===== config.mk =====
export PLATFORM = sky130hd
export DESIGN_NAME = regFile
export DESIGN_NICKNAME = d
export VERILOG_FILES = /design/src/mipsCpu_cfg.svh /design/src/regFile.sv
export SDC_FILE = /design/constraint.sdc
export NUM_CORES = 2
export LEC_CHECK = 0
export BUFFER_PORTS_ARGS = -buffer_cell sky130_fd_sc_hd__clkbuf_2
export CAP_MARGIN = 25
export CORE_MARGIN = 2
export CORE_UTILIZATION = 54
export DETAILED_ROUTE_END_ITERATION = 6
export PLACE_DENSITY = 0.77
export SLEW_MARGIN = 20
export SYNTH_ARGS = -nofsm -noshare
export SYNTH_HDL_FRONTEND = slang
export SYNTH_SLANG_ARGS = --single-unit

===== constraint.sdc =====
create_clock -name clk -period 4 [get_ports clk]
set_input_delay 0.4 -clock clk [delete_from_list [all_inputs] [get_ports clk]]
set_output_delay 0.4 -clock clk [all_outputs]
set_load 0.05 [all_outputs]

===== src/mipsCpu_cfg.svh =====
`ifndef MIPS_CPU_CFG_SVH
`define MIPS_CPU_CFG_SVH

// data memory depth in 32-bit words
// 256 words fill byte addresses 0x000 to 0x3FF
`define DATA_RAM_WORDS 256

// first fetch address after reset
`define PC_RESET 32'h0000_0000

// word address bits of the data RAM, taken from the byte address
// bits [1:0] select a byte and are ignored (word access only)
`define DATA_RAM_ADDR_BITS $clog2(`DATA_RAM_WORDS)

`endif


===== src/regFile.sv =====
`timescale 1ns/1ps

module regFile (
    input  logic        clk,
    input  logic        rstN,
    input  logic [4:0]  rsAddr,
    input  logic [4:0]  rtAddr,
    input  logic [4:0]  wrAddr,
    input  logic [31:0] wrData,
    input  logic        wrEn,
    output logic [31:0] rsData,
    output logic [31:0] rtData,
    input  logic [4:0]  dbgReg,
    output logic [31:0] dbgData
);

    logic [31:0] regs [32];

    always_ff @(posedge clk) begin
        if (!rstN) begin
            for (int i = 0; i < 32; i++) begin
                regs[i] <= '0;
            end
        end else if (wrEn && (wrAddr != 5'd0)) begin
            regs[wrAddr] <= wrData;
        end
    end

    // $zero reads as zero on every port
    always_comb begin
        rsData  = (rsAddr == 5'd0) ? 32'h0 : regs[rsAddr];
        rtData  = (rtAddr == 5'd0) ? 32'h0 : regs[rtAddr];
        dbgData = (dbgReg == 5'd0) ? 32'h0 : regs[dbgReg];
    end

endmodule


==> results by group <==
Worst setup path
  – Critical Path Start: dbgReg[1]
  – Slowest CP cell: a211oi_1
  – CP Cell Sequence: buf_4 > nand3b_1 > buf_4 > o221ai_1 > a211oi_1 > a211oi_1 > buf_4 > clkbuf_2
  – WP data required: about 3600 ps
  – Most used cell, CP: buf_4
  – Worst Path Max Fanout: 24
  – Crit Path Class: input pin to output pin
  – Max stage delay on crit path: roughly 840 ps
  – CP Capture Point: dbgData[1]
  – Setup crit start kind: input pin
  – Worst Path Arrival: roughly 3600 ps
  – CP endpoint kind: output pin

Routing
  – WL/cell: between 30 and 40 um
  – M1 WL: between 70 and 80 mm
  – WL final: between 200 and 250 mm
  – Vias: ~46000
  – Avg Vias per Cell: 7.58
  – Routed wl met2: approximately 100 mm
  – Metal3 WL: 38.0 mm
  – ANT nets after route: 0
  – Highest routed layer: met5
  – Initial drt markers: around 8400
  – Initial DRT Pass Iterations: 7
  – Residual DRC: 4

Clocking
  – Clk buf depth: 3
  – H-tree depth: 3
  – Hold-fix buffers at CTS: 0
  – Clock sinks: ~1000
  – Worst-path clk slew: around 70 ps
  – Root Buffer: clkbuf_16
  – Setup Buffers After CTS: 0
  – Clock buffer count from CTS: around 110
  – CTS tree: done

Placement
  – Placed Area: between 60000 and 70000 um^2
  – I/O Buffers: 150
  – Post-DP HPWL: approximately 140 mm
  – Placed insts: about 5800
  – DP Worst Slack: 195 ps
  – GP Congestion: between 0.9 and 1

Pwr
  – Total power: 28.0 mW
  – Reg power frac: 0.460
  – P per Cell Area: between 300 and 400 nW/um^2
  – NetSw: 8.03 mW
  – Peak supply drop: approximately 440 uV
  – Clock power share: 0.354
  – Sw frac: 0.286
  – Internal power: roughly 20 mW
  – Leak: ~25 nW
  – Combinational fraction of design power: 0.186

Yosys
  – Simple-Gate Fraction of Synth Area: 0.121
  – Synth Area in XOR/XNOR: 0
  – Cells after synthesis: ~4300
  – Yosys reg bits: 1024
  – Synth top area share: 0.491
  – Seq/Total Area, Yosys: 0.491
  – Mapped Avg Cell Area: 14.5 um^2
  – Mapped Area: approximately 63000 um^2
  – Post-synth cell types: 43
  – Mux contribution to synthesized area: 0.293
  – Complex-gate fraction of the synthesized area: 0.0573
  – Synth top area cells: edfxtp_1, mux4_2, and2_1
  – Combinational family with the most area after synthesis: multiplexers
  – Largest area contributor in the netlist: edfxtp_1
  – Yosys Warn Count: 0
  – Adder and majority gate portion of the synthesized area: 0

Die
  – Core region area: between 100000 and 150000 um^2
  – Row count: roughly 120
  – DIE HEIGHT: roughly 340 um
  – Die X: between 300 and 400 um
  – Die area: ~120000 um^2
  – Starting Density: 0.546
  – Ports: ~150

Timing
  – Max_slew headroom: 0.266
  – Setup ws final: -4.88 ps
  – RSZ-0062 raised after global routing: no
  – Final setup fails: 1
  – Fmax: approximately 250 MHz
  – Minimum clock period: ~4000 ps
  – Worst slew pin tran: between 1000 and 1500 ps
  – Final Max Slew Viols: 0
  – Final Hold Fails: 0
  – Period utilization: 1.00

Cells and area
  – Commonest non-fill, non-tap cell in the layout: edfxtp_1
  – Fillers: between 8000 and 9000
  – Layout cell share with drive strength beyond 1: 0.303
  – Nets: around 4500
  – Largest register FFs: 1024
  – Reg area: 30700 um^2
  – Area of the multi-input gates: between 30000 and 40000 um^2
  – Most flops, register: regs
  – Most frequent cells in the layout: edfxtp_1, and2_1, mux4_2, mux2i_1, buf_4
  – Biggest registers after layout: regs: 1024 flops
  – Finished Cell Area: about 70000 um^2
  – Finished Layout Cells: roughly 6000
  – Area Overhead vs Synth: 12.1%

Run
  – Max-Cap Viols: 0

Hold path
  – Worst hold path type: input pin to flop

GRT
  – Global route total overflow: 0
  – Global-route wire length before repair: about 320 mm
  – Initial antenna violation count: 21
  – Vias in the first global route: approximately 45000
  – Largest net degree at the start of global routing: slightly below 70
  – Overall Global Routing Usage: 0.389

Status
  – Failing checks: DRC, setup timing
  – Run status: finished, violations left
power by group through the flow:
stage | combinational [mW] | sequential, mW | clock [mW]
after floorplan | 3.23 | 12.9 | 0
after global placement | 4.96 | 13.0 | 0
after detailed placement | 5.01 | 13.1 | 0
after CTS | 5.03 | 12.9 | 9.90
after global routing | 5.28 | 12.9 | 10.3
final | 5.22 | 12.9 | 9.93
critical path, delay by kind of cell:
family	cells	cell delay, ps
AO/OA/AOI/OAI	3	1240
buffers and inverters	4	1380
AND/OR/NAND/NOR	1	520
through the flow:
step | TNS (ps) | hold WS, ps | utilization
after floorplan | -2730 | 598 | -
after global placement | 0 | 1090 | 0.582
after detailed placement | 0 | 1100 | 0.582
after CTS | 0 | 369 | 0.611
after global routing | 0 | 448 | 0.611
final | -4.88 | 420 | 0.612
worst min path at each step:
stage | from | end | slack [ps] | cells after the start
2_1_floorplan | wrData[31] | regs[1][31] | 600 | 1
3_3_place_gp | wrData[19] | regs[28][19] | 1090 | 2
3_5_place_dp | wrData[19] | regs[31][19] | 1100 | 2
4_1_cts | wrData[19] | regs[28][19] | 370 | 2
5_1_grt | wrData[12] | regs[25][12] | 450 | 2
6_report | wrData[12] | regs[24][12] | 420 | 2
cell usage after synthesis:
cell type and count:
a2111oi_0 30, a211o_1 24, a211oi_1 61, a21oi_1 63
a221oi_1 25, a22o_1 63, a22oi_1 71, a311oi_1 4
a31oi_1 3, and2_1 1012, and4b_1 1, buf_1 19
buf_2 90, buf_4 36, buf_6 14, clkbuf_1 337
clkbuf_4 1, conb_1 1, edfxtp_1 1024, inv_1 27
mux2_2 64, mux2i_1 359, mux4_2 623, nand2_1 21
nand2b_1 3, nand3_1 6, nand3b_1 5, nand4_1 1
nand4b_1 2, nor2_1 62, nor2b_1 56, nor3_1 40
nor4_1 24, nor4_2 1, nor4b_1 1, nor4b_2 1
o21ai_0 31, o221ai_1 28, o22ai_1 69, o32ai_1 17
or2_2 1, or3_1 4, or3b_2 3
final cells by class:
class | count | share of cell area
flip-flops and latches | 1024 | 0.438
multi-input cells | 2811 | 0.432
clock inverters | 62 | 0.00845
inverters | 27 | 0.00144
repair buffers | 437 | 0.0526
clock buffers | 129 | 0.0397
well taps | 1512 | 0.0270
diodes | 19 | 0.000678
kinds of logic after synthesis:
logic type | Yosys count
and+or+nand+nor | 1244
muxes | 1046
DFF | 1024
buffers and inverters | 524
AOI/OAI and AO/OA | 489
other | 1
per-layer routing:
metal | global-route usage | up-vias
met5 | 0.00721 | -
met4 | 0.269 | 10
met3 | 0.141 | 1067
met2 | 0.560 | 4683
met1 | 0.492 | 22625
li1 | - | 17245
repair_timing:
action / CTS / global route
setup endpoints to repair: 0 / 1
resized for setup: 0 / 1
hold endpoints to repair: 0 / 0
Note: power is estimated with default switching activity, not from simulation.
