--- src/mipsCpu_cfg.svh ---
`ifndef MIPS_CPU_CFG_SVH
`define MIPS_CPU_CFG_SVH

// data memory depth in 32-bit words
// 256 words fill byte addresses 0x000 to 0x3FF
`define DATA_RAM_WORDS 256

// first fetch address after reset
`define PC_RESET 32'h0000_0000

// word address bits of the data RAM, taken from the byte address
// bits [1:0] select a byte and are ignored (word access only)
`define DATA_RAM_ADDR_BITS $clog2(`DATA_RAM_WORDS)

`endif

--- src/mipsPkg.sv ---
package mipsPkg;

    // primary opcodes, instr[31:26]
    typedef enum logic [5:0] {
        opRtype = 6'h00,
        opJ     = 6'h02,
        opJal   = 6'h03,
        opBeq   = 6'h04,
        opBne   = 6'h05,
        opAddi  = 6'h08,
        opSlti  = 6'h0A,
        opAndi  = 6'h0C,
        opOri   = 6'h0D,
        opLui   = 6'h0F,
        opLw    = 6'h23,
        opSw    = 6'h2B
    } opcodeE;

    // funct field of R-type words, instr[5:0]
    typedef enum logic [5:0] {
        fnSll = 6'h00,
        fnJr  = 6'h08,
        fnAdd = 6'h20,
        fnSub = 6'h22,
        fnAnd = 6'h24,
        fnOr  = 6'h25,
        fnSlt = 6'h2A
    } functE;

    // operation actually carried out by the ALU
    typedef enum logic [3:0] {
        aluAdd = 4'd0,
        aluSub = 4'd1,
        aluAnd = 4'd2,
        aluOr  = 4'd3,
        aluSlt = 4'd4,
        aluSll = 4'd5,
        aluLui = 4'd6
    } aluOpE;

    // coarse ALU class from the decoder, refined in the execute unit
    typedef enum logic [1:0] {
        clsAdd   = 2'b00,
        clsSub   = 2'b01,
        clsFunct = 2'b10,
        clsImm   = 2'b11
    } aluClassE;

    typedef struct packed {
        opcodeE     opcode;
        logic [4:0] rs;
        logic [4:0] rt;
        logic [4:0] rd;
        logic [4:0] shamt;
        functE      funct;
    } rFmtT;

    typedef struct packed {
        opcodeE      opcode;
        logic [4:0]  rs;
        logic [4:0]  rt;
        logic [15:0] imm16;
    } iFmtT;

    typedef struct packed {
        opcodeE      opcode;
        logic [25:0] target26;
    } jFmtT;

    // one instruction word seen through the three MIPS formats
    typedef union packed {
        rFmtT rFmt;
        iFmtT iFmt;
        jFmtT jFmt;
    } instrU;

    typedef struct packed {
        logic     regDst;
        logic     jump;
        logic     jumpAndLink;
        logic     jumpRegister;
        logic     branch;
        logic     branchNe;
        logic     memRead;
        logic     memToReg;
        logic     memWrite;
        logic     aluSrc;
        logic     regWrite;
        logic     shiftLeftLogical;
        logic     loadUpperImm;
        aluClassE aluOp;
    } ctrlT;

endpackage

--- src/nextPcUnit.sv ---
`timescale 1ns/1ps

module nextPcUnit (
    input  logic [31:0]    pc,
    input  mipsPkg::instrU instr,
    input  mipsPkg::ctrlT  ctrl,
    input  logic [31:0]    rsData,
    input  logic           aluZero,
    output logic [31:0]    nextPc,
    output logic [31:0]    pcPlus4
);

    logic [31:0] branchOffset;
    logic [31:0] branchTarget;
    logic [31:0] jumpTarget;
    logic        branchTaken;

    assign pcPlus4 = pc + 32'd4;

    // word offset, sign extended, relative to pc+4
    assign branchOffset = {{14{instr.iFmt.imm16[15]}}, instr.iFmt.imm16, 2'b00};
    assign branchTarget = pcPlus4 + branchOffset;

    // region jump inside the current 256 MB segment
    assign jumpTarget = {pcPlus4[31:28], instr.jFmt.target26, 2'b00};

    assign branchTaken = (ctrl.branch & aluZero) | (ctrl.branchNe & ~aluZero);

    always_comb begin
        if (ctrl.jumpRegister) begin
            nextPc = rsData;
        end else if (ctrl.jump) begin
            nextPc = jumpTarget;
        end else if (branchTaken) begin
            nextPc = branchTarget;
        end else begin
            nextPc = pcPlus4;
        end
    end

endmodule

--- config.mk ---
export PLATFORM = sky130hd
export DESIGN_NAME = nextPcUnit
export DESIGN_NICKNAME = d
export VERILOG_FILES = /design/src/mipsCpu_cfg.svh /design/src/mipsPkg.sv /design/src/nextPcUnit.sv
export SDC_FILE = /design/constraint.sdc
export NUM_CORES = 1
export LEC_CHECK = 0
export ABC_AREA = 0
export BUFFER_PORTS_ARGS = -buffer_cell sky130_fd_sc_hd__buf_4
export CORE_ASPECT_RATIO = 1.2
export CORE_MARGIN = 2
export CORE_UTILIZATION = 35
export DETAILED_ROUTE_END_ITERATION = 8
export PLACE_DENSITY = 0.66
export SETUP_SLACK_MARGIN = 0.15
export SLEW_MARGIN = 40
export SYNTH_ARGS = -nofsm -noshare
export SYNTH_HDL_FRONTEND = slang
export SYNTH_SLANG_ARGS = --single-unit
--- constraint.sdc ---
create_clock -name vclk -period 9
set_clock_uncertainty 0.2 [all_clocks]
set_input_delay 0.45 -clock vclk [all_inputs]
set_output_delay 0.45 -clock vclk [all_outputs]
set_load 0.005 [all_outputs]
==> results.sh <==
export IMPL_cp_required_ns=8.35
export IMPL_grt_pass1_wl_um=18070
export IMPL_setup_viol=0
export IMPL_diodes=0
export IMPL_ctsResizeCount=0
export IMPL_grt_pass1_vias=3839
export IMPL_fin_ws_ns=3.851
export IMPL_via_count=3983
export IMPL_die_h_um=106.2
export IMPL_ir_drop_v=0.00003083
export IMPL_syn_area_per_cell_um2=6.609
export IMPL_worstPathArrival_ns=4.50
export IMPL_drtIter0Drc=177
export IMPL_start_kind="input pin"
export IMPL_drc=0
export IMPL_io_buffer_count=159
export IMPL_startpoint="pc[2]"
export IMPL_synth_top_family_by_area="compound AO/OA/AOI/OAI gates"
export IMPL_seq_cell_count=0
export IMPL_status="complete, no violations"
export IMPL_synthSimpleGateAreaFrac=0.2936
export IMPL_synthAdderAreaFrac=0.1544
export IMPL_hold_buffers=0
export IMPL_dp_slack_ns=3.864
export IMPL_ios=176
export IMPL_wl_um=11470
export IMPL_path_max_fanout=7
export IMPL_routed_via_density=5.540
export IMPL_dr_pass1_iters=4
export IMPL_gp_congestion=0.8767
export IMPL_path_class="in -> out"
export IMPL_min_path_cells=2
export IMPL_start_util=0.3577
export IMPL_synth_xor_area_frac=0.1396
export IMPL_finalInstanceArea_um2=4310
export IMPL_finalHoldViolCount=0
export IMPL_tightestPinTransition_ns=0.6249
export IMPL_area_delta_synth_final_pct=41.48
export IMPL_ant_nets=0
export IMPL_post_route_period_util=0.5722
export IMPL_grt_util_all_layers=0.2315
export IMPL_slew_headroom=0.5799
export IMPL_postPlaceCellArea_um2=4310
export IMPL_synth_cells=461
export IMPL_rows=37
export IMPL_cp_end_kind="output port"
export IMPL_synth_mux_area_frac=0.02012
export IMPL_dieArea_um2=9470
export IMPL_rsz0062_at_grt="no"
export IMPL_grt_ovfl_total=0
export IMPL_synth_net_count=610
export IMPL_grt_max_degree=50
export IMPL_nets=753
export IMPL_wire_per_inst_um=15.95
export IMPL_fmax_mhz=194.2
export IMPL_die_x_um=89.17
export IMPL_fin_crit_ns=5.149
export IMPL_regArea_um2=0
export IMPL_power_density_nw_per_um2=61.60
export IMPL_tns_ns=0
export IMPL_drive_above_1_share=0.2990
export IMPL_dp_hpwl_um=9410
export IMPL_hold_class="in -> out"
export IMPL_maxCapViolCount=0
export IMPL_synthesis_area_um2=3047
export IMPL_synth_distinct_cells=66
export IMPL_cp_endpoint="nextPc[31]"
export IMPL_fp_coreArea_um2=8518
export IMPL_cts_setup_buffers=0
export IMPL_leakagePower_nw=2.009
export IMPL_clkbuf_count=0
export IMPL_finalMaxSlewViolations=0
export IMPL_yosysWarnings=0
export IMPL_antenna_found_initial=0
export IMPL_synth_seq_area_share=0
export IMPL_synth_compound_area_frac=0.3499
[worst max-delay path, stage by stage]
cell and delay, ns:
buf_4 0.10, ha_1 0.20, nand2_1 0.12, or4_4 0.59, nor3b_4 0.32, nand3_1 0.13
xnor2_1 0.46, ha_1 0.43, a21oi_1 0.26, nand2b_1 0.16, a31o_2 0.17, nand3_1 0.07
o21ai_0 0.36, o21ai_0 0.20, o21a_1 0.14, nor3_1 0.19, buf_4 0.14
[stage by stage]
stage	utilization	std cells	hold WS [ns]	total power, mW
6_report	0.5060	719	0.8809	0.2655
5_1_grt	0.5060	719	0.8900	0.2935
4_1_cts	0.5060	719	0.8834	0.2651
3_5_place_dp	0.5060	719	0.8826	0.2634
3_3_place_gp	0.5060	719	0.8818	0.2602
2_1_floorplan	-	461	0.7366	0.1535
[cells by family (layout without fill, tap and decap cells)]
group                    count (synthesis)  after routing
buffers and inverters                   29            170
AO/OA/AOI/OAI                          162            162
XOR/XNOR                                46             46
multiplexers                             6              6
AND/OR/NAND/NOR                        181            181
adder cells (fa/ha/maj)                 37             37
[power by group]
part           leakage [nW]  switching, mW  internal [mW]
registers                 0              0              0
clock network             0              0              0
logic                  2.01          0.137          0.128
total                  2.01          0.137          0.128
[Yosys cell counts (3+ instances only)]
library cell | instances | area, um2
o21a_1 | 3 | 22.52
o22ai_1 | 9 | 56.30
nor3_1 | 7 | 35.03
a21o_1 | 10 | 75.07
buf_4 | 3 | 22.52
a31o_2 | 3 | 26.28
a211o_1 | 3 | 26.28
xnor2_1 | 26 | 227.7
o211ai_1 | 10 | 75.07
xor2_1 | 17 | 148.9
and2_1 | 4 | 25.02
o21ai_0 | 39 | 195.2
inv_1 | 8 | 30.03
clkbuf_1 | 13 | 48.80
nor3b_1 | 4 | 30.03
nand2b_1 | 4 | 25.02
mux2i_1 | 5 | 50.05
o31ai_1 | 8 | 60.06
or3_1 | 5 | 31.28
nand2_1 | 66 | 247.7
ha_1 | 36 | 450.4
nor2_1 | 40 | 150.1
xor2_2 | 3 | 48.80
and3_1 | 7 | 43.79
a21oi_1 | 36 | 180.2
a31oi_1 | 4 | 25.02
a211oi_1 | 8 | 60.06
and4_1 | 3 | 26.28
o311ai_0 | 3 | 26.28
o21bai_1 | 4 | 30.03
nand3_1 | 19 | 95.09
nand4_1 | 9 | 56.30
nor4_1 | 4 | 25.02
[layout by cell type, fill, tap and decap left out, drive strengths merged, types with 2 or more instances in the layout]
cell type    n
nand3       19
inv          8
a31oi        4
mux2i        5
xnor2       26
or3          5
o311ai       3
and3         8
a22o         2
a31o         3
o211a        2
a211o        3
nor3b        5
o22ai        9
and4         3
o31ai        8
o21bai       4
o21a         3
o221a        2
nor3         7
nand2b       4
ha          36
nand2       66
o21ai       39
nor4         4
a21boi       2
o211ai      10
nand4       11
nor2        42
and2         4
a21oi       36
xor2        20
a21o        10
a211oi       9
buf        161
[worst min path at each step]
stage | slack, ns | end | startpoint
floorplan | 0.74 | pcPlus4[2] | pc[2]
global placement | 0.88 | pcPlus4[0] | pc[0]
detailed placement | 0.88 | pcPlus4[0] | pc[0]
CTS | 0.88 | pcPlus4[0] | pc[0]
global route | 0.89 | pcPlus4[0] | pc[0]
finish | 0.88 | pcPlus4[0] | pc[0]
[cell type report]
cell class | count | area [um2]
fill | 887 | 4208
inverter | 9 | 33.78
multi-input combinational | 432 | 2922
tap | 117 | 146.4
timing repair buffer | 161 | 1209
[routing by layer]
layer  vias up  part of all wire  GRT usage
met3        10             0.067    0.02329
met4         0            0.0092    0.02665
met1      1810              0.41     0.2883
li1       2015                 -          -
met2       148              0.51     0.4312
met5         -                 0          0
Note: power is estimated with default switching activity, not from simulation.
