--- src/mipsCpu_cfg.svh ---
`ifndef MIPS_CPU_CFG_SVH
`define MIPS_CPU_CFG_SVH

// data memory depth in 32-bit words
// 256 words fill byte addresses 0x000 to 0x3FF
`define DATA_RAM_WORDS 256

// first fetch address after reset
`define PC_RESET 32'h0000_0000

// word address bits of the data RAM, taken from the byte address
// bits [1:0] select a byte and are ignored (word access only)
`define DATA_RAM_ADDR_BITS $clog2(`DATA_RAM_WORDS)

`endif

--- src/mipsPkg.sv ---
package mipsPkg;

    // primary opcodes, instr[31:26]
    typedef enum logic [5:0] {
        opRtype = 6'h00,
        opJ     = 6'h02,
        opJal   = 6'h03,
        opBeq   = 6'h04,
        opBne   = 6'h05,
        opAddi  = 6'h08,
        opSlti  = 6'h0A,
        opAndi  = 6'h0C,
        opOri   = 6'h0D,
        opLui   = 6'h0F,
        opLw    = 6'h23,
        opSw    = 6'h2B
    } opcodeE;

    // funct field of R-type words, instr[5:0]
    typedef enum logic [5:0] {
        fnSll = 6'h00,
        fnJr  = 6'h08,
        fnAdd = 6'h20,
        fnSub = 6'h22,
        fnAnd = 6'h24,
        fnOr  = 6'h25,
        fnSlt = 6'h2A
    } functE;

    // operation actually carried out by the ALU
    typedef enum logic [3:0] {
        aluAdd = 4'd0,
        aluSub = 4'd1,
        aluAnd = 4'd2,
        aluOr  = 4'd3,
        aluSlt = 4'd4,
        aluSll = 4'd5,
        aluLui = 4'd6
    } aluOpE;

    // coarse ALU class from the decoder, refined in the execute unit
    typedef enum logic [1:0] {
        clsAdd   = 2'b00,
        clsSub   = 2'b01,
        clsFunct = 2'b10,
        clsImm   = 2'b11
    } aluClassE;

    typedef struct packed {
        opcodeE     opcode;
        logic [4:0] rs;
        logic [4:0] rt;
        logic [4:0] rd;
        logic [4:0] shamt;
        functE      funct;
    } rFmtT;

    typedef struct packed {
        opcodeE      opcode;
        logic [4:0]  rs;
        logic [4:0]  rt;
        logic [15:0] imm16;
    } iFmtT;

    typedef struct packed {
        opcodeE      opcode;
        logic [25:0] target26;
    } jFmtT;

    // one instruction word seen through the three MIPS formats
    typedef union packed {
        rFmtT rFmt;
        iFmtT iFmt;
        jFmtT jFmt;
    } instrU;

    typedef struct packed {
        logic     regDst;
        logic     jump;
        logic     jumpAndLink;
        logic     jumpRegister;
        logic     branch;
        logic     branchNe;
        logic     memRead;
        logic     memToReg;
        logic     memWrite;
        logic     aluSrc;
        logic     regWrite;
        logic     shiftLeftLogical;
        logic     loadUpperImm;
        aluClassE aluOp;
    } ctrlT;

endpackage

--- src/opcodeControl.sv ---
`timescale 1ns/1ps

module opcodeControl (
    input  mipsPkg::instrU instr,
    output mipsPkg::ctrlT  ctrl
);

    always_comb begin
        // anything not listed below decodes as a no-op
        ctrl = '0;
        case (instr.rFmt.opcode)
            mipsPkg::opRtype: begin
                case (instr.rFmt.funct)
                    mipsPkg::fnAdd, mipsPkg::fnSub, mipsPkg::fnAnd,
                    mipsPkg::fnOr, mipsPkg::fnSlt: begin
                        ctrl.regDst   = 1'b1;
                        ctrl.regWrite = 1'b1;
                        ctrl.aluOp    = mipsPkg::clsFunct;
                    end
                    mipsPkg::fnSll: begin
                        ctrl.regDst           = 1'b1;
                        ctrl.regWrite         = 1'b1;
                        ctrl.shiftLeftLogical = 1'b1;
                        ctrl.aluOp            = mipsPkg::clsFunct;
                    end
                    mipsPkg::fnJr: begin
                        ctrl.jumpRegister = 1'b1;
                    end
                    default: ctrl = '0;
                endcase
            end
            mipsPkg::opJ: begin
                ctrl.jump = 1'b1;
            end
            mipsPkg::opJal: begin
                // link into $ra, the top picks register 31
                ctrl.jump        = 1'b1;
                ctrl.jumpAndLink = 1'b1;
                ctrl.regWrite    = 1'b1;
            end
            mipsPkg::opBeq: begin
                ctrl.branch = 1'b1;
                ctrl.aluOp  = mipsPkg::clsSub;
            end
            mipsPkg::opBne: begin
                ctrl.branchNe = 1'b1;
                ctrl.aluOp    = mipsPkg::clsSub;
            end
            mipsPkg::opAddi: begin
                ctrl.aluSrc   = 1'b1;
                ctrl.regWrite = 1'b1;
                ctrl.aluOp    = mipsPkg::clsAdd;
            end
            mipsPkg::opSlti, mipsPkg::opAndi, mipsPkg::opOri: begin
                ctrl.aluSrc   = 1'b1;
                ctrl.regWrite = 1'b1;
                ctrl.aluOp    = mipsPkg::clsImm;
            end
            mipsPkg::opLui: begin
                ctrl.aluSrc       = 1'b1;
                ctrl.regWrite     = 1'b1;
                ctrl.loadUpperImm = 1'b1;
                ctrl.aluOp        = mipsPkg::clsImm;
            end
            mipsPkg::opLw: begin
                ctrl.memRead  = 1'b1;
                ctrl.memToReg = 1'b1;
                ctrl.aluSrc   = 1'b1;
                ctrl.regWrite = 1'b1;
            end
            mipsPkg::opSw: begin
                // address add only, aluOp stays clsAdd
                ctrl.memWrite = 1'b1;
                ctrl.aluSrc   = 1'b1;
            end
            default: ctrl = '0;
        endcase
    end

endmodule

--- config.mk ---
export PLATFORM = sky130hd
export DESIGN_NAME = opcodeControl
export DESIGN_NICKNAME = d
export VERILOG_FILES = /design/src/mipsCpu_cfg.svh /design/src/mipsPkg.sv /design/src/opcodeControl.sv
export SDC_FILE = /design/constraint.sdc
export NUM_CORES = 1
export LEC_CHECK = 0
export BUFFER_PORTS_ARGS = -buffer_cell sky130_fd_sc_hd__buf_2
export CORE_AREA = 4 4 41 43
export DETAILED_ROUTE_END_ITERATION = 7
export DIE_AREA = 0 0 45 47
export SLEW_MARGIN = 20
export SYNTH_ARGS = -nofsm -noshare
export SYNTH_HDL_FRONTEND = slang
export SYNTH_SLANG_ARGS = --single-unit
--- constraint.sdc ---
create_clock -name vclk -period 1.3
set_input_delay 0 -clock vclk [all_inputs]
set_output_delay 0 -clock vclk [all_outputs]
set_load 0.01 [all_outputs]
==> results by group, run 1 <==
Die
  • IO Pins: between 40 and 50
  • Chip Height: between 40 and 50 um
  • Die W: 45 um
  • Die area: 2120 um2
  • Initial Util: about 22%
  • Site Rows: 13
  • Placeable core region: about 1300 um2

Cells and area
  • N_diodes: 0
  • Sequential Area: 0 um2
  • Post-layout nets: 108
  • Area grow syn2layout: 49.8%
  • Commonest non-fill, non-tap cells in the layout: buf_2 (27), nand2_1 (6), nor2_1 (6), nor3_1 (5), nor4_1 (3)
  • Final Util: 32.7%
  • Commonest non-fill, non-tap cell in the layout: buf_2
  • Cell Count, Final, Fillers Out: between 80 and 90
  • Share of layout cells above drive strength 1: 40.5%
  • FFs & Latches: 0
  • Clock buffers: 0

Place
  • # port buffers: 27
  • Placer Congestion: 0.744
  • Final HPWL DP: 767 um
  • Post-Place Cells: 89

Timing
  • Setup_tns: 0 ns
  • Tmin final: 1.23 ns
  • Fin crit share: 94.6%
  • Slew HR: 81.6%
  • Fin. Hold Viols: 0
  • Unrepaired setup endpoints after global routing: false
  • Worst-Margin Slew: 0.274 ns
  • Final Max Tran Viols: 0
  • Final setup fails: 0
  • Final hold slack: 0.270 ns
  • Fmax: slightly above 800 MHz

Route
  • Pre-antenna DRT Iters: 4
  • Wire per inst: 10.4 um
  • Final routed DRC violation total: 0
  • Vias: 430
  • Post-DRT Antenna Nets: 0
  • WL final: 924 um
  • Vias per cell: 4.83
  • Iter 0 DRT Violations: 3

Setup path
  • Worst EP required: 1.30 ns
  • Startpoint types: primary input
  • WP data arrival: 1.23 ns
  • Critical path peak fanout: 4
  • Critical path type: in2out
  • Crit end category: output port

Clock tree
  • Cts hold-fix bufs: 0
  • Total setup buffers inserted after CTS: 0
  • Cts repair resizes: 0

Pwr
  • Pwr Density: around 220 nW/um2
  • Total power: ~0.000095 W
  • Peak VDD IR: 0.0909 mV
  • Leakage: 0.223 nW

Run
  • Max-Cap Viols: 0

Global route
  • Vias in the first global route: 379
  • Global-route wire length before repair: between 1500 and 2000 um
  • Largest net degree at the start of global routing: 16
  • Initial antenna violation count: 0
  • Grt total ovfl: 0
  • GRT Resource Usage Total: 9.28%

Synth
  • Syn Nets: 83
  • Mapped Area: between 200 and 300 um2
  • Register area share after synthesis: 0%
  • Yosys warns: 0
  • Synth area leaders: nor3_1 (8.8%), nand2_1 (7.9%), nor2_1 (7.9%)
  • Synth area leader: nor3_1
  • Post-synth cell types: 27
  • Yosys top cell area share: 8.81%
  • Syn Area/Cell: roughly 5.6 um2
  • Post-synthesis cell count: 51

Hold path
  • Hold WC Path Type: in2out

Status
  • Status: complete, no violations
path summary, 6_finish.rpt:
check | start | end | slack, ns | depth (start not counted)
worst min-delay path | instr[3] | ctrl[3] | 0.27 | 3
worst max-delay path | instr[31] | ctrl[1] | 0.07 | 6
per-layer routing:
metal	up-vias	wire length [um]	GRT usage [%]
li1	229	-	-
met1	183	433	13.9
met5	-	0	0
met4	0	0	0
met2	18	415	15.0
met3	0	75	1.15
cell families after synthesis:
kind of cell | Yosys count | share of synthesized area [%]
AND/OR/NAND/NOR | 34 | 67.4
AO/OA/AOI/OAI | 9 | 20.3
buffers and inverters | 8 | 12.3
through the flow:
step,setup WS (ns),cell area [um2]
after CTS,0.0598,425
after detailed placement,0.0650,425
final,0.0701,425
after global routing,0.0281,425
after floorplan,0.132,284
after global placement,0.0688,425
cells in the mapped netlist (all sizes together):
cell type / n
a211o: 1
inv: 2
and3b: 1
a31oi: 1
or3: 1
a21boi: 1
nand3: 1
nand3b: 1
a21oi: 1
o21ai: 3
nor4b: 2
and2: 2
clkbuf: 4
nand2b: 2
nand2: 6
nor4: 3
o21bai: 1
buf: 2
nor3b: 2
nor2b: 1
nor3: 5
o31ai: 1
nor2: 6
or2: 1
cell type report:
| type | instances | area [um2] |
|---|---|---|
| fillers | 162 | 876 |
| multi-input cells | 43 | 249 |
| repair buffers | 29 | 150 |
| well taps | 15 | 18.8 |
| inverters | 2 | 7.51 |
critical path, cell delays in order:
cell and delay, ns:
buf_2 0.11, or2_1 0.23, or3_4 0.35, a211o_1 0.27, o31ai_1 0.08, buf_2 0.18
power breakdown:
part	leakage, nW	internal [W]	switching (W)
sequential	0	0	0
combinational	0.223	0.0000421	0.0000529
clock	0	0	0
total	0.223	0.0000421	0.0000529
No activity file was read; power rests on OpenSTA's default activity.
==> run 2: changes to the inputs <==
--- a/config.mk
+++ b/config.mk
@@ -5,10 +5,10 @@
 export SDC_FILE = /design/constraint.sdc
 export NUM_CORES = 1
 export LEC_CHECK = 0
-export BUFFER_PORTS_ARGS = -buffer_cell sky130_fd_sc_hd__buf_2
 export CORE_AREA = 4 4 41 43
 export DETAILED_ROUTE_END_ITERATION = 7
 export DIE_AREA = 0 0 45 47
+export DONT_BUFFER_PORTS = 1
 export SLEW_MARGIN = 20
 export SYNTH_ARGS = -nofsm -noshare
 export SYNTH_HDL_FRONTEND = slang
==> results by group, run 2 (synthesis results as in run 1) <==
Timing
  • Fmax: 939 MHz (+16%)
  • Worst-Margin Slew: 0.558 ns (+0.284 ns)
  • Final WS setup: 0.236 ns (+0.165 ns)
  • Unrepaired setup endpoints after global routing: false
  • Fin crit share: 81.9% (-13 points)
  • Fin. Hold Viols: 0 (unchanged)
  • Setup_tns: 0 ns (unchanged)
  • Final setup fails: 0 (unchanged)
  • Tmin final: 1.06 ns (-0.165 ns)
  • Slew HR: 62.3% (-19 points)
  • Final Max Tran Viols: 0 (unchanged)

Die
  • Placeable core region: 1300 um2 (unchanged)
  • IO Pins: 47 (unchanged)
  • Chip Height: 47 um (unchanged)
  • Die area: 2120 um2 (unchanged)
  • Initial Util: 21.8% (unchanged)
  • Die W: 45 um (unchanged)
  • Site Rows: 13 (unchanged)

Status
  • Status: complete, no violations

Cells and area
  • FFs & Latches: 0 (unchanged)
  • Sequential Area: 0 um2 (unchanged)
  • Final Util: 24.0% (-8.7 points)
  • Post-layout nets: 84 (-22%)
  • Share of layout cells above drive strength 1: 12.0% (-29 points)
  • N_diodes: 0 (unchanged)
  • Clock buffers: 0 (unchanged)
  • Commonest non-fill, non-tap cells in the layout: nand2_1 (6), nor2_1 (6), nor3_1 (5), buf_4 (5), nor4_1 (3)
  • Number of fill cells in the layout: 165 (+1.9%)
  • Area grow syn2layout: 10.1%
  • Area of the multi-input gates: 249 um2 (unchanged)

Route
  • Vias: 362 (-16%)
  • Pre-antenna DRT Iters: 5 (+1)
  • WL final: 875 um (-5.3%)
  • Iter 0 DRT Violations: 6 (+3)
  • Post-DRT Antenna Nets: 0 (unchanged)
  • Wire per inst: 13.5 um (+30%)
  • Final routed DRC violation total: 0 (unchanged)
  • Vias per cell: 5.57 (+15%)

Pwr
  • Seq pwr share: 0% (unchanged)
  • Leakage: 0.111 nW (-50%)
  • Comb pwr share: 100.0% (about the same)
  • Net Sw Frac: 50.3% (-5.4 points)
  • Int Pwr: 0.0000240 W (-43%)
  • Clock Power Share: 0% (unchanged)
  • Peak VDD IR: 0.0649 mV (-29%)
  • Pwr Density: 154 nW/um2 (-31%)
  • Switch Pwr: 0.0000243 W (-54%)
  • Total power: 0.0000483 W (-49%)

Setup path
  • Startpoint types: primary input
  • WP data arrival: 1.06 ns (-0.17 ns)
  • Slowest-stage cell, CP: or3_4
  • CP peak stage delay: 0.36 ns (about the same)
  • CP Launch Point: instr[31]
  • Crit end category: output port
  • CP cell instances: or2_1 -> or3_4 -> nor4b_1 -> buf_4
  • Worst EP required: 1.30 ns (about the same)
  • Critical path type: in2out
  • Critical path peak fanout: 4 (unchanged)

Global route
  • Vias in the first global route: 298 (-21%)
  • Met2 Use GR: 12.1% (-2.8 points)
  • Initial antenna violation count: 0 (unchanged)
  • GRT Resource Usage Total: 7.87% (-1.4 points)
  • Met1 Use GR: 11.7% (-2.2 points)
  • Global-route wire length before repair: 1350 um (-15%)
  • GR peak layer: met2
  • Largest net degree at the start of global routing: 16 (unchanged)
  • Grt total ovfl: 0 (unchanged)
  • GRT met3 Usage: 1.92% (+0.77 points)

Place
  • Pre-CTS setup slack: 0.246 ns (+0.181 ns)
  • # port buffers: 0 (-100%)
  • Placer Congestion: 0.654 (-12%)

Clock tree
  • Cts hold-fix bufs: 0 (unchanged)
  • Total setup buffers inserted after CTS: 0 (unchanged)
  • Cts repair resizes: 0 (unchanged)

Hold path
  • Hold depth: 1 (-2)
  • Min-delay src: instr[30]
  • Hold WC Path Type: in2out

Run
  • Max-Cap Viols: 0 (unchanged)
==> run 2: changes by cell type in the layout (fill, tap and decap cells not counted), sizes merged <==
cell	previous run	this run
buf	29	5
==> run 2: worst max-delay path: cells and delay by family <==
family        cells  cell delay (ns)
buf+inv           1             0.18
simple gates      3             0.89
==> run 2: final cells by class <==
type,count,share of cell area (%)
multi-input combinational,43,79.6
tap,15,6.00
timing repair buffer,5,12.0
inverter,2,2.40
==> run 2: routing by layer <==
| layer | up-vias | wire length (um) |
|---|---|---|
| li1 | 178 | - |
| met5 | - | 0 |
| met2 | 19 | 423 |
| met1 | 165 | 343 |
| met4 | 0 | 0 |
| met3 | 0 | 108 |
==> run 2: path summary, 6_finish.rpt <==
path | slack [ns] | endpoint
worst min-delay path | 0.05 | ctrl[5]
worst max-delay path | 0.24 | ctrl[11]
==> run 2: per-stage QoR <==
stage,instance area [um2],std cells,hold slack [ns]
6_report,313,65,0.0501
4_1_cts,313,65,0.0513
5_1_grt,313,65,0.0512
3_5_place_dp,313,65,0.0515
2_1_floorplan,284,51,0.0475
3_3_place_gp,313,65,0.0519
==> run 2: power groups by stage <==
stage / combinational, W / sequential, W / clock [W]
after global placement: 0.0000472 / 0 / 0
final: 0.0000483 / 0 / 0
after floorplan: 0.0000549 / 0 / 0
after CTS: 0.0000488 / 0 / 0
after global routing: 0.0000541 / 0 / 0
after detailed placement: 0.0000486 / 0 / 0
