==> config.mk <==
export PLATFORM = sky130hd
export DESIGN_NAME = execUnit
export DESIGN_NICKNAME = d
export VERILOG_FILES = /design/src/mipsCpu_cfg.svh /design/src/mipsPkg.sv /design/src/execUnit.sv
export SDC_FILE = /design/constraint.sdc
export NUM_CORES = 1
export LEC_CHECK = 0
export ABC_AREA = 1
export BUFFER_PORTS_ARGS = -buffer_cell sky130_fd_sc_hd__buf_4
export CAP_MARGIN = 20
export CELL_PAD_IN_SITES_DETAIL_PLACEMENT = 2
export CELL_PAD_IN_SITES_GLOBAL_PLACEMENT = 2
export CORE_MARGIN = 3
export CORE_UTILIZATION = 29
export DETAILED_ROUTE_END_ITERATION = 16
export PLACE_DENSITY_LB_ADDON = 0.1
export SLEW_MARGIN = 25
export SYNTH_ARGS = -nofsm -noshare
export SYNTH_HDL_FRONTEND = slang
export SYNTH_SLANG_ARGS = --single-unit
==> constraint.sdc <==
create_clock -name vclk -period 4.2
set_input_delay 0.42 -clock vclk [all_inputs]
set_output_delay 0.42 -clock vclk [all_outputs]
set_load 0.05 [all_outputs]
==> src/mipsCpu_cfg.svh <==
`ifndef MIPS_CPU_CFG_SVH
`define MIPS_CPU_CFG_SVH

// data memory depth in 32-bit words
// 256 words fill byte addresses 0x000 to 0x3FF
`define DATA_RAM_WORDS 256

// first fetch address after reset
`define PC_RESET 32'h0000_0000

// word address bits of the data RAM, taken from the byte address
// bits [1:0] select a byte and are ignored (word access only)
`define DATA_RAM_ADDR_BITS $clog2(`DATA_RAM_WORDS)

`endif

==> src/mipsPkg.sv <==
package mipsPkg;

    // primary opcodes, instr[31:26]
    typedef enum logic [5:0] {
        opRtype = 6'h00,
        opJ     = 6'h02,
        opJal   = 6'h03,
        opBeq   = 6'h04,
        opBne   = 6'h05,
        opAddi  = 6'h08,
        opSlti  = 6'h0A,
        opAndi  = 6'h0C,
        opOri   = 6'h0D,
        opLui   = 6'h0F,
        opLw    = 6'h23,
        opSw    = 6'h2B
    } opcodeE;

    // funct field of R-type words, instr[5:0]
    typedef enum logic [5:0] {
        fnSll = 6'h00,
        fnJr  = 6'h08,
        fnAdd = 6'h20,
        fnSub = 6'h22,
        fnAnd = 6'h24,
        fnOr  = 6'h25,
        fnSlt = 6'h2A
    } functE;

    // operation actually carried out by the ALU
    typedef enum logic [3:0] {
        aluAdd = 4'd0,
        aluSub = 4'd1,
        aluAnd = 4'd2,
        aluOr  = 4'd3,
        aluSlt = 4'd4,
        aluSll = 4'd5,
        aluLui = 4'd6
    } aluOpE;

    // coarse ALU class from the decoder, refined in the execute unit
    typedef enum logic [1:0] {
        clsAdd   = 2'b00,
        clsSub   = 2'b01,
        clsFunct = 2'b10,
        clsImm   = 2'b11
    } aluClassE;

    typedef struct packed {
        opcodeE     opcode;
        logic [4:0] rs;
        logic [4:0] rt;
        logic [4:0] rd;
        logic [4:0] shamt;
        functE      funct;
    } rFmtT;

    typedef struct packed {
        opcodeE      opcode;
        logic [4:0]  rs;
        logic [4:0]  rt;
        logic [15:0] imm16;
    } iFmtT;

    typedef struct packed {
        opcodeE      opcode;
        logic [25:0] target26;
    } jFmtT;

    // one instruction word seen through the three MIPS formats
    typedef union packed {
        rFmtT rFmt;
        iFmtT iFmt;
        jFmtT jFmt;
    } instrU;

    typedef struct packed {
        logic     regDst;
        logic     jump;
        logic     jumpAndLink;
        logic     jumpRegister;
        logic     branch;
        logic     branchNe;
        logic     memRead;
        logic     memToReg;
        logic     memWrite;
        logic     aluSrc;
        logic     regWrite;
        logic     shiftLeftLogical;
        logic     loadUpperImm;
        aluClassE aluOp;
    } ctrlT;

endpackage

==> src/execUnit.sv <==
`timescale 1ns/1ps

module execUnit (
    input  mipsPkg::instrU instr,
    input  mipsPkg::ctrlT  ctrl,
    input  logic [31:0]    rsData,
    input  logic [31:0]    rtData,
    output logic [31:0]    aluResult,
    output logic           aluZero
);

    logic           zeroExt;
    logic [31:0]    immExt;
    logic [31:0]    opA;
    logic [31:0]    opB;
    mipsPkg::aluOpE aluSel;

    // logical immediates are zero extended, everything else sign extended
    assign zeroExt = (instr.iFmt.opcode == mipsPkg::opAndi) ||
                     (instr.iFmt.opcode == mipsPkg::opOri);
    assign immExt  = zeroExt ? {16'h0, instr.iFmt.imm16}
                             : {{16{instr.iFmt.imm16[15]}}, instr.iFmt.imm16};

    // sll shifts rt by shamt, so shamt takes the A side
    assign opA = ctrl.shiftLeftLogical ? {27'h0, instr.rFmt.shamt} : rsData;
    assign opB = ctrl.aluSrc ? immExt : rtData;

    always_comb begin
        aluSel = mipsPkg::aluAdd;
        case (ctrl.aluOp)
            mipsPkg::clsAdd: aluSel = mipsPkg::aluAdd;
            mipsPkg::clsSub: aluSel = mipsPkg::aluSub;
            mipsPkg::clsFunct: begin
                case (instr.rFmt.funct)
                    mipsPkg::fnAdd: aluSel = mipsPkg::aluAdd;
                    mipsPkg::fnSub: aluSel = mipsPkg::aluSub;
                    mipsPkg::fnAnd: aluSel = mipsPkg::aluAnd;
                    mipsPkg::fnOr:  aluSel = mipsPkg::aluOr;
                    mipsPkg::fnSlt: aluSel = mipsPkg::aluSlt;
                    mipsPkg::fnSll: aluSel = mipsPkg::aluSll;
                    default:        aluSel = mipsPkg::aluAdd;
                endcase
            end
            mipsPkg::clsImm: begin
                case (instr.iFmt.opcode)
                    mipsPkg::opSlti: aluSel = mipsPkg::aluSlt;
                    mipsPkg::opAndi: aluSel = mipsPkg::aluAnd;
                    mipsPkg::opOri:  aluSel = mipsPkg::aluOr;
                    mipsPkg::opLui:  aluSel = mipsPkg::aluLui;
                    default:         aluSel = mipsPkg::aluAdd;
                endcase
            end
            default: aluSel = mipsPkg::aluAdd;
        endcase
    end

    always_comb begin
        case (aluSel)
            mipsPkg::aluAdd: aluResult = opA + opB;
            mipsPkg::aluSub: aluResult = opA - opB;
            mipsPkg::aluAnd: aluResult = opA & opB;
            mipsPkg::aluOr:  aluResult = opA | opB;
            // signed compare, result is 0 or 1
            mipsPkg::aluSlt: aluResult = {31'h0, $signed(opA) < $signed(opB)};
            mipsPkg::aluSll: aluResult = opB << opA[4:0];
            mipsPkg::aluLui: aluResult = {opB[15:0], 16'h0};
            default:         aluResult = opA + opB;
        endcase
    end

    // beq and bne compare through the subtraction
    assign aluZero = (aluResult == 32'h0);

endmodule

==> impl_metrics.toml, run 1 <==
[synthesis]
synthTopCellsByArea = "nand2_1 21%, ha_1 14%, nand3_1 13%"
synth_top_cell_by_area = "nand2_1"
synth.most_common_cell = "nand2_1"
ys_warn_count = 0
synthCells = 1701
post_synth_num_cell_types = 53
synth_commonest_cells = "477 x nand2_1, 217 x nand3_1, 215 x inv_1"
synth_area_per_cell_um2 = 5.09
yosysSeqAreaShare = 0
yosysTopAreaCellShare = 0.207
netlist_area_um2 = 8660
synth_fp_nets = 1910

[outcome]
error_message = "[ERROR DPL-0033] detailed placement checks failed during check placement."
haltStage = "clock tree synthesis (4_1_cts)"
status = "stopped before the end"

[placement]
dp_worst_setup_slack_ns = -0.851
port-buffer-count = 123
gp_congestion = 0.961
postPlaceCellArea_um2 = 12600
dp_hpwl_um = 57900

[die]
die-height_um = 179
io_pins = 144
die_x_um = 179
initial_core_util = 0.298
rows = 62

[clocking]
ctsResizeCount = 120
postCtsSetupRepairBufs = 11
cts_hold_buf = 0
-- metrics by stage --
step	instances	util
detailed placement	2523	0.433
global placement	2523	0.433
floorplan	1701	-
-- cell families after synthesis --
logic type | Yosys count | share of synthesized area
compound gates | 308 | 0.201
xor+xnor | 13 | 0.0131
fa+ha+maj | 98 | 0.143
buf+inv | 307 | 0.155
simple gates | 975 | 0.488
==> inputs of run 2 (changes only) <==
CELL_PAD_IN_SITES_DETAIL_PLACEMENT = default   (was 2)
CELL_PAD_IN_SITES_GLOBAL_PLACEMENT = default   (was 2)
CORE_UTILIZATION = 20   (was 29)
PLACE_DENSITY_LB_ADDON = 0.15   (was 0.1)
==> impl_metrics.toml, run 2 <==
[worst_setup_path]
required_ns = 3.78
worstPathMaxFanout = 6
worst_setup_path_end_kind = "output pin"
worst_ep_arrival_time_ns = 3.64
crit_type = "in2out"
worstSetupStartpointType = "primary input"

[final_layout]
final_common_cell = "buf_4"
regArea_um2 = 0
clkbuf_count = 0
stdcell_count = 2769
syn_to_final_growth_pct = 62.5
seq_cells = 0
final_cell_mix = "559 x buf_4, 464 x nand2_1, 207 x inv_1, 194 x nand3_1, 142 x nor2_1"
drive_gt1_frac = 0.366
num_antenna_cells = 0
fin_nets = 2403

[global_route]
grt_use_met2 = 0.377
grt_remaining_overflow = 0
use_met1 = 0.308
grt_pass1_vias = 12600
grt_busiest_layer = "met2"
antenna_found_initial = 1
grt_max_degree = 44
grtUsageTotal = 0.224
grt_pass1_wl_um = 78500
met3_usage = 0.00893

[flow_run]
maxCapViolations = 0

[sta]
max_slew_margin = 0.302
finalHoldViolCount = 0
fin_crit_ns = 4.06
fmax_mhz = 246
setup_viol = 0
report.final.slew_viol_count = 0
tns_ns = 0
setup_ws_ns = 0.139
period_share = 0.967
tightest_slew_ns = 1.04

[power_and_ir_drop]
p_leak_nw = 7.43
ir_drop_uv = 204
powerDensity_nw_per_um2 = 196

[routing]
drc = 0
drt_iter0_markers = 1111
ant_nets = 0
detail_route.first_pass.iterations = 6
vias_per_cell = 4.70
wl_per_cell_um = 19.6
num_vias = 13000
wirelength_um = 54400

[placement]
port-buffer-count = 123
dp_hpwl_um = 47200
gp_congestion = 0.965
dp_worst_setup_slack_ns = -0.485
dp_cells = 2754

[synthesis]
synthTopCellsByArea = "nand2_1 21%, ha_1 14%, nand3_1 13%"
ys_warn_count = 0
post_synth_num_cell_types = 53
synth.most_common_cell = "nand2_1"
synthCells = 1701
synth_area_per_cell_um2 = 5.09
synth_top_cell_by_area = "nand2_1"
yosysTopAreaCellShare = 0.207
netlist_area_um2 = 8660
synth_commonest_cells = "477 x nand2_1, 217 x nand3_1, 215 x inv_1"
yosysSeqAreaShare = 0
synth_fp_nets = 1910

[worst_hold_path]
hp-start = "rsData[2]"
whs_endpoint = "aluResult[2]"
hold_path.class = "in2out"
worstHoldPathCells = 7

[die]
core_area_um2 = 42300
die-height_um = 214
die_x_um = 214
dieArea_um2 = 45800
initial_core_util = 0.205
io_pins = 144
rows = 75

[outcome]
status = "completed"
run 2: logic make-up after synthesis:
kind of cell | Yosys count | share of synthesized area
fa+ha+maj | 98 | 0.143
xor+xnor | 13 | 0.0131
buf+inv | 307 | 0.155
simple gates | 975 | 0.488
compound gates | 308 | 0.201
run 2: repair_timing:
item,4_1_cts,5_1_grt
buffers inserted,3,12
setup endpoints to repair,4,7
pin swaps,4,51
resized for setup,68,164
hold buffers,0,0
run 2: cell type report:
cell class / instances / area (um2)
fillers: 4909 / 28200
multi-input cells: 1394 / 8170
well taps: 577 / 722
repair buffers: 566 / 4300
inverters: 232 / 883
run 2: worst max-delay path by stage:
stage / from / endpoint / cells past startpoint / slack, ns
6_report: ctrl[5] / aluZero / 24 / 0.14
5_1_grt: instr[31] / aluZero / 26 / -0.08
4_1_cts: instr[31] / aluZero / 26 / 0.0007
3_5_place_dp: ctrl[5] / aluZero / 23 / -0.49
3_3_place_gp: ctrl[5] / aluZero / 23 / -0.49
2_1_floorplan: ctrl[5] / aluZero / 23 / 0.01
run 2: worst max-delay path, stage by stage:
cell     delay [ns]
buf_4          0.15
inv_4          0.07
buf_4          0.15
nand2_1        0.05
nand2_1        0.10
inv_1          0.11
ha_4           0.29
inv_4          0.03
buf_4          0.13
a21oi_2        0.16
nand2_2        0.12
nand2_1        0.09
nand2_2        0.09
inv_1          0.15
o21ai_4        0.11
buf_4          0.15
o21ai_1        0.18
nand4_1        0.21
nor2_1         0.19
nand2_1        0.09
nor2_2         0.12
nand2_2        0.13
nor2_4         0.15
buf_6          0.16
run 2: metal layers:
layer / vias to the layer above / part of all wire
met2: 441 / 0.45
met4: 2 / 0.039
li1: 6526 / -
met5: - / 0.00024
met1: 5974 / 0.45
met3: 77 / 0.052
run 2: where the power goes:
part / total (W) / internal [W] / switching [W]
combinational: 0.00276 / 0.00112 / 0.00164
sequential: 0 / 0 / 0
clock: 0 / 0 / 0
run 2: stage by stage:
step	instance area (um2)	total power (W)	hold slack, ns	utilization
2_1_floorplan	8690	0.00128	1.34	-
3_3_place_gp	13100	0.00253	1.71	0.310
3_5_place_dp	13100	0.00253	1.71	0.310
4_1_cts	13400	0.00260	1.72	0.317
5_1_grt	14100	0.00297	1.78	0.333
6_report	14100	0.00276	1.71	0.333
(Power assumes the default switching activity.)
==> inputs of run 3 (changes only) <==
PLACE_DENSITY = 0.35   (was default)
PLACE_DENSITY_LB_ADDON = default   (was 0.15)
==> impl_metrics.toml, run 3 (same netlist as run 2, synthesis figures left out) <==
[global_route]
grt_remaining_overflow = 0
grt_max_degree = 40
antenna_found_initial = 1
grtUsageTotal = 0.225
grt_pass1_vias = 12500
grt_pass1_wl_um = 78800

[power_and_ir_drop]
ir_drop_uv = 188
p_leak_nw = 7.56
powerDensity_nw_per_um2 = 195

[die]
die_x_um = 214
io_pins = 144
dieArea_um2 = 45800
core_area_um2 = 42300
initial_core_util = 0.205
rows = 75
die-height_um = 214

[final_layout]
num_antenna_cells = 0
drive_gt1_frac = 0.378
final_common_cell = "buf_4"
fillCellCount = 4803
multi_input_area_um2 = 8230
final_area_um2 = 14400
regArea_um2 = 0
syn_to_final_growth_pct = 66.6
final_cell_mix = "577 x buf_4, 463 x nand2_1, 204 x inv_1, 203 x nand3_1, 142 x nor2_1"
clkbuf_count = 0
seq_cells = 0
fin_nets = 2429

[worst_setup_path]
crit_type = "in2out"
critPathMaxStageDelay_ns = 0.39
cp_slowest_cell = "fa_2"
worstPathMaxFanout = 5
cpMostUsedCell = "buf_4"
worst_ep_arrival_time_ns = 3.64
worstSetupStartpointType = "primary input"
worst_setup_path_end_kind = "output pin"
required_ns = 3.78

[placement]
port-buffer-count = 123
gp_congestion = 0.965
dp_worst_setup_slack_ns = -0.196
dp_hpwl_um = 47200
postPlaceCellArea_um2 = 13200

[sta]
finalHoldViolCount = 0
setup_viol = 0
fmax_mhz = 246
fin_crit_ns = 4.06
report.final.slew_viol_count = 0
max_slew_margin = 0.329
setup_ws_ns = 0.141
tightest_slew_ns = 1.00
period_share = 0.966

[worst_hold_path]
hold_path.class = "in2out"

[clocking]
cts_hold_buf = 0

[outcome]
status = "completed"

[routing]
num_vias = 13100
drc = 0
detail_route.first_pass.iterations = 6
ant_nets = 0
wirelength_um = 55200
vias_per_cell = 4.67
drt_iter0_markers = 979
wl_per_cell_um = 19.7

[flow_run]
maxCapViolations = 0
-- run 3: layout make-up --
class	instances	share of cell area
multi-input combinational	1394	0.570
inverter	232	0.0618
tap	577	0.0500
timing repair buffer	592	0.318
-- run 3: worst paths after layout --
kind / cells after the start / endpoint / from
setup / recovery: 25 / aluZero / ctrl[3]
hold / removal: 7 / aluResult[2] / rsData[2]
-- run 3: critical path: cells and delay by family --
| family | cells | cell delay [ns] |
|---|---|---|
| xor+xnor | 1 | 0.05 |
| compound gates | 4 | 0.54 |
| fa+ha+maj | 1 | 0.39 |
| buf+inv | 10 | 1.31 |
| simple gates | 9 | 0.90 |
-- run 3: stage by stage --
stage          utilization  setup TNS, ns  hold slack, ns  total power, W  std cells
2_1_floorplan            -              0            1.34         0.00128       1701
3_3_place_gp         0.313         -0.300            1.70         0.00252       2766
3_5_place_dp         0.313         -0.196            1.68         0.00252       2766
4_1_cts              0.316              0            1.71         0.00256       2768
6_report             0.341              0            1.69         0.00281       2795
5_1_grt              0.341        -0.0422            1.77         0.00302       2795
-- run 3: per-layer routing --
metal	wire, um	track usage	up-vias
met5	13	0	-
met4	2100	0.0672	2
met3	2880	0.0162	92
met2	25400	0.386	427
met1	24800	0.303	5965
li1	-	-	6578
-- run 3: where the power goes --
| part | total (W) | internal [W] | switching (W) |
|---|---|---|---|
| logic | 0.00281 | 0.00117 | 0.00165 |
| registers | 0 | 0 | 0 |
| clock network | 0 | 0 | 0 |
| total | 0.00281 | 0.00117 | 0.00165 |
-- run 3: repair_timing --
item,CTS,global route
setup endpoints to repair,2,9
gates cloned,0,1
gates resized for setup,41,211
setup buffers,2,26
pin swaps,2,53
==> inputs of run 4 (changes only) <==
PLACE_DENSITY = default   (was 0.35)
PLACE_DENSITY_LB_ADDON = 0.08   (was default)
==> impl_metrics.toml, run 4 (same netlist as run 2, synthesis figures left out) <==
[global_route]
grt_max_degree = 40
grtUsageTotal = 0.225
grt_pass1_vias = 12600
grt_remaining_overflow = 0
grt_pass1_wl_um = 79100
antenna_found_initial = 2

[final_layout]
stdcell_count = 2777
syn_to_final_growth_pct = 65.2
utilization = 0.338
clkbuf_count = 0
seq_cells = 0
regArea_um2 = 0
final_cell_mix = "558 x buf_4, 463 x nand2_1, 206 x nand3_1, 205 x inv_1, 154 x nor2_1"
drive_gt1_frac = 0.365
fin_nets = 2411
num_antenna_cells = 0
final_common_cell = "buf_4"

[power_and_ir_drop]
p_leak_nw = 7.46
powerDensity_nw_per_um2 = 194
ir_drop_uv = 167

[placement]
dp_hpwl_um = 47500
port-buffer-count = 123
dp_cells = 2760
gp_congestion = 0.990

[routing]
detail_route.first_pass.iterations = 5
wirelength_um = 55000
drc = 0
num_vias = 12900
wl_per_cell_um = 19.8
vias_per_cell = 4.64
drt_iter0_markers = 904
ant_nets = 0

[worst_setup_path]
crit_type = "in2out"
required_ns = 3.78
worst_ep_arrival_time_ns = 3.66
worst_setup_path_end_kind = "output pin"
worstPathMaxFanout = 6
worstSetupStartpointType = "primary input"

[worst_hold_path]
hold_path.class = "in2out"
worstHoldPathCells = 7
whs_endpoint = "aluResult[3]"
hp-start = "rsData[3]"

[sta]
fin_crit_ns = 4.08
setup_viol = 0
hold_ws_ns = 1.66
period_share = 0.970
max_slew_margin = 0.365
tightest_slew_ns = 0.948
report.final.slew_viol_count = 0
fmax_mhz = 245
finalHoldViolCount = 0

[flow_run]
maxCapViolations = 0

[clocking]
cts_hold_buf = 0

[die]
initial_core_util = 0.205
rows = 75
io_pins = 144
core_area_um2 = 42300
die-height_um = 214
die_x_um = 214
dieArea_um2 = 45800

[outcome]
status = "completed"
==> run 4: cell types whose count changed in the layout (fill, tap and decap cells not counted), sizes merged <==
cell      delta
buf         -18
clkinv       +1
clkinvlp     -1
==> run 4: worst max-delay path by stage <==
stage / startpoint / to / slack [ns] / depth (start not counted)
after floorplan: ctrl[5] / aluZero / 0.01 / 23
final: instr[28] / aluZero / 0.12 / 25
after detailed placement: instr[31] / aluZero / -0.53 / 25
after global routing: instr[30] / aluZero / -0.04 / 25
after CTS: ctrl[5] / aluZero / -0.09 / 23
after global placement: instr[31] / aluZero / -0.51 / 23
==> run 4: through the flow <==
stage	setup TNS [ns]	worst slack, ns	instance area [um2]	total power [W]
after floorplan	0	0.0102	8690	0.00128
after global placement	-0.853	-0.514	13200	0.00253
after detailed placement	-0.763	-0.527	13200	0.00252
after CTS	-0.0853	-0.0853	13300	0.00256
after global routing	-0.0440	-0.0440	14300	0.00299
final	0	0.125	14300	0.00277
==> run 4: critical path, stage by stage <==
cell and delay, ns:
buf_4 0.11, nand2_1 0.06, inv_1 0.08, nand3_4 0.09
nand2_2 0.07, nand2_4 0.09, inv_4 0.07, buf_12 0.14
a21oi_2 0.18, ha_4 0.26, buf_4 0.15, a21oi_1 0.23
o21ai_0 0.19, a21oi_1 0.18, nand3_2 0.17, nand2_1 0.16
nand2_1 0.06, nand2_1 0.05, a21oi_1 0.06, nor2_1 0.23
nand2_1 0.08, nor2_1 0.12, nand3_1 0.13, nor2_4 0.12
buf_8 0.15
==> run 4: power by group <==
group	internal, W	switching [W]	total [W]
clock network	0	0	0
registers	0	0	0
logic	0.00115	0.00162	0.00277
==> run 4: what timing repair did <==
item,4_1_cts,5_1_grt
gates cloned,0,1
buffers inserted,2,14
pin swaps,7,35
gates resized for setup,36,210
endpoints found under the setup margin,3,8
==> run 4: layout make-up <==
class                           count  area [um2]
Fill cell                        4820       28000
Inverter                          232         891
Multi-Input combinational cell   1394        8260
Tap cell                          577         722
Timing Repair Buffer              574        4440
==> run 4: routing by layer <==
metal / vias to the layer above / GRT usage / wire [um]
met5: - / 0 / 25
met1: 5872 / 0.305 / 25000
met3: 76 / 0.0133 / 2650
met4: 4 / 0.0688 / 2080
met2: 407 / 0.386 / 25200
li1: 6534 / - / -
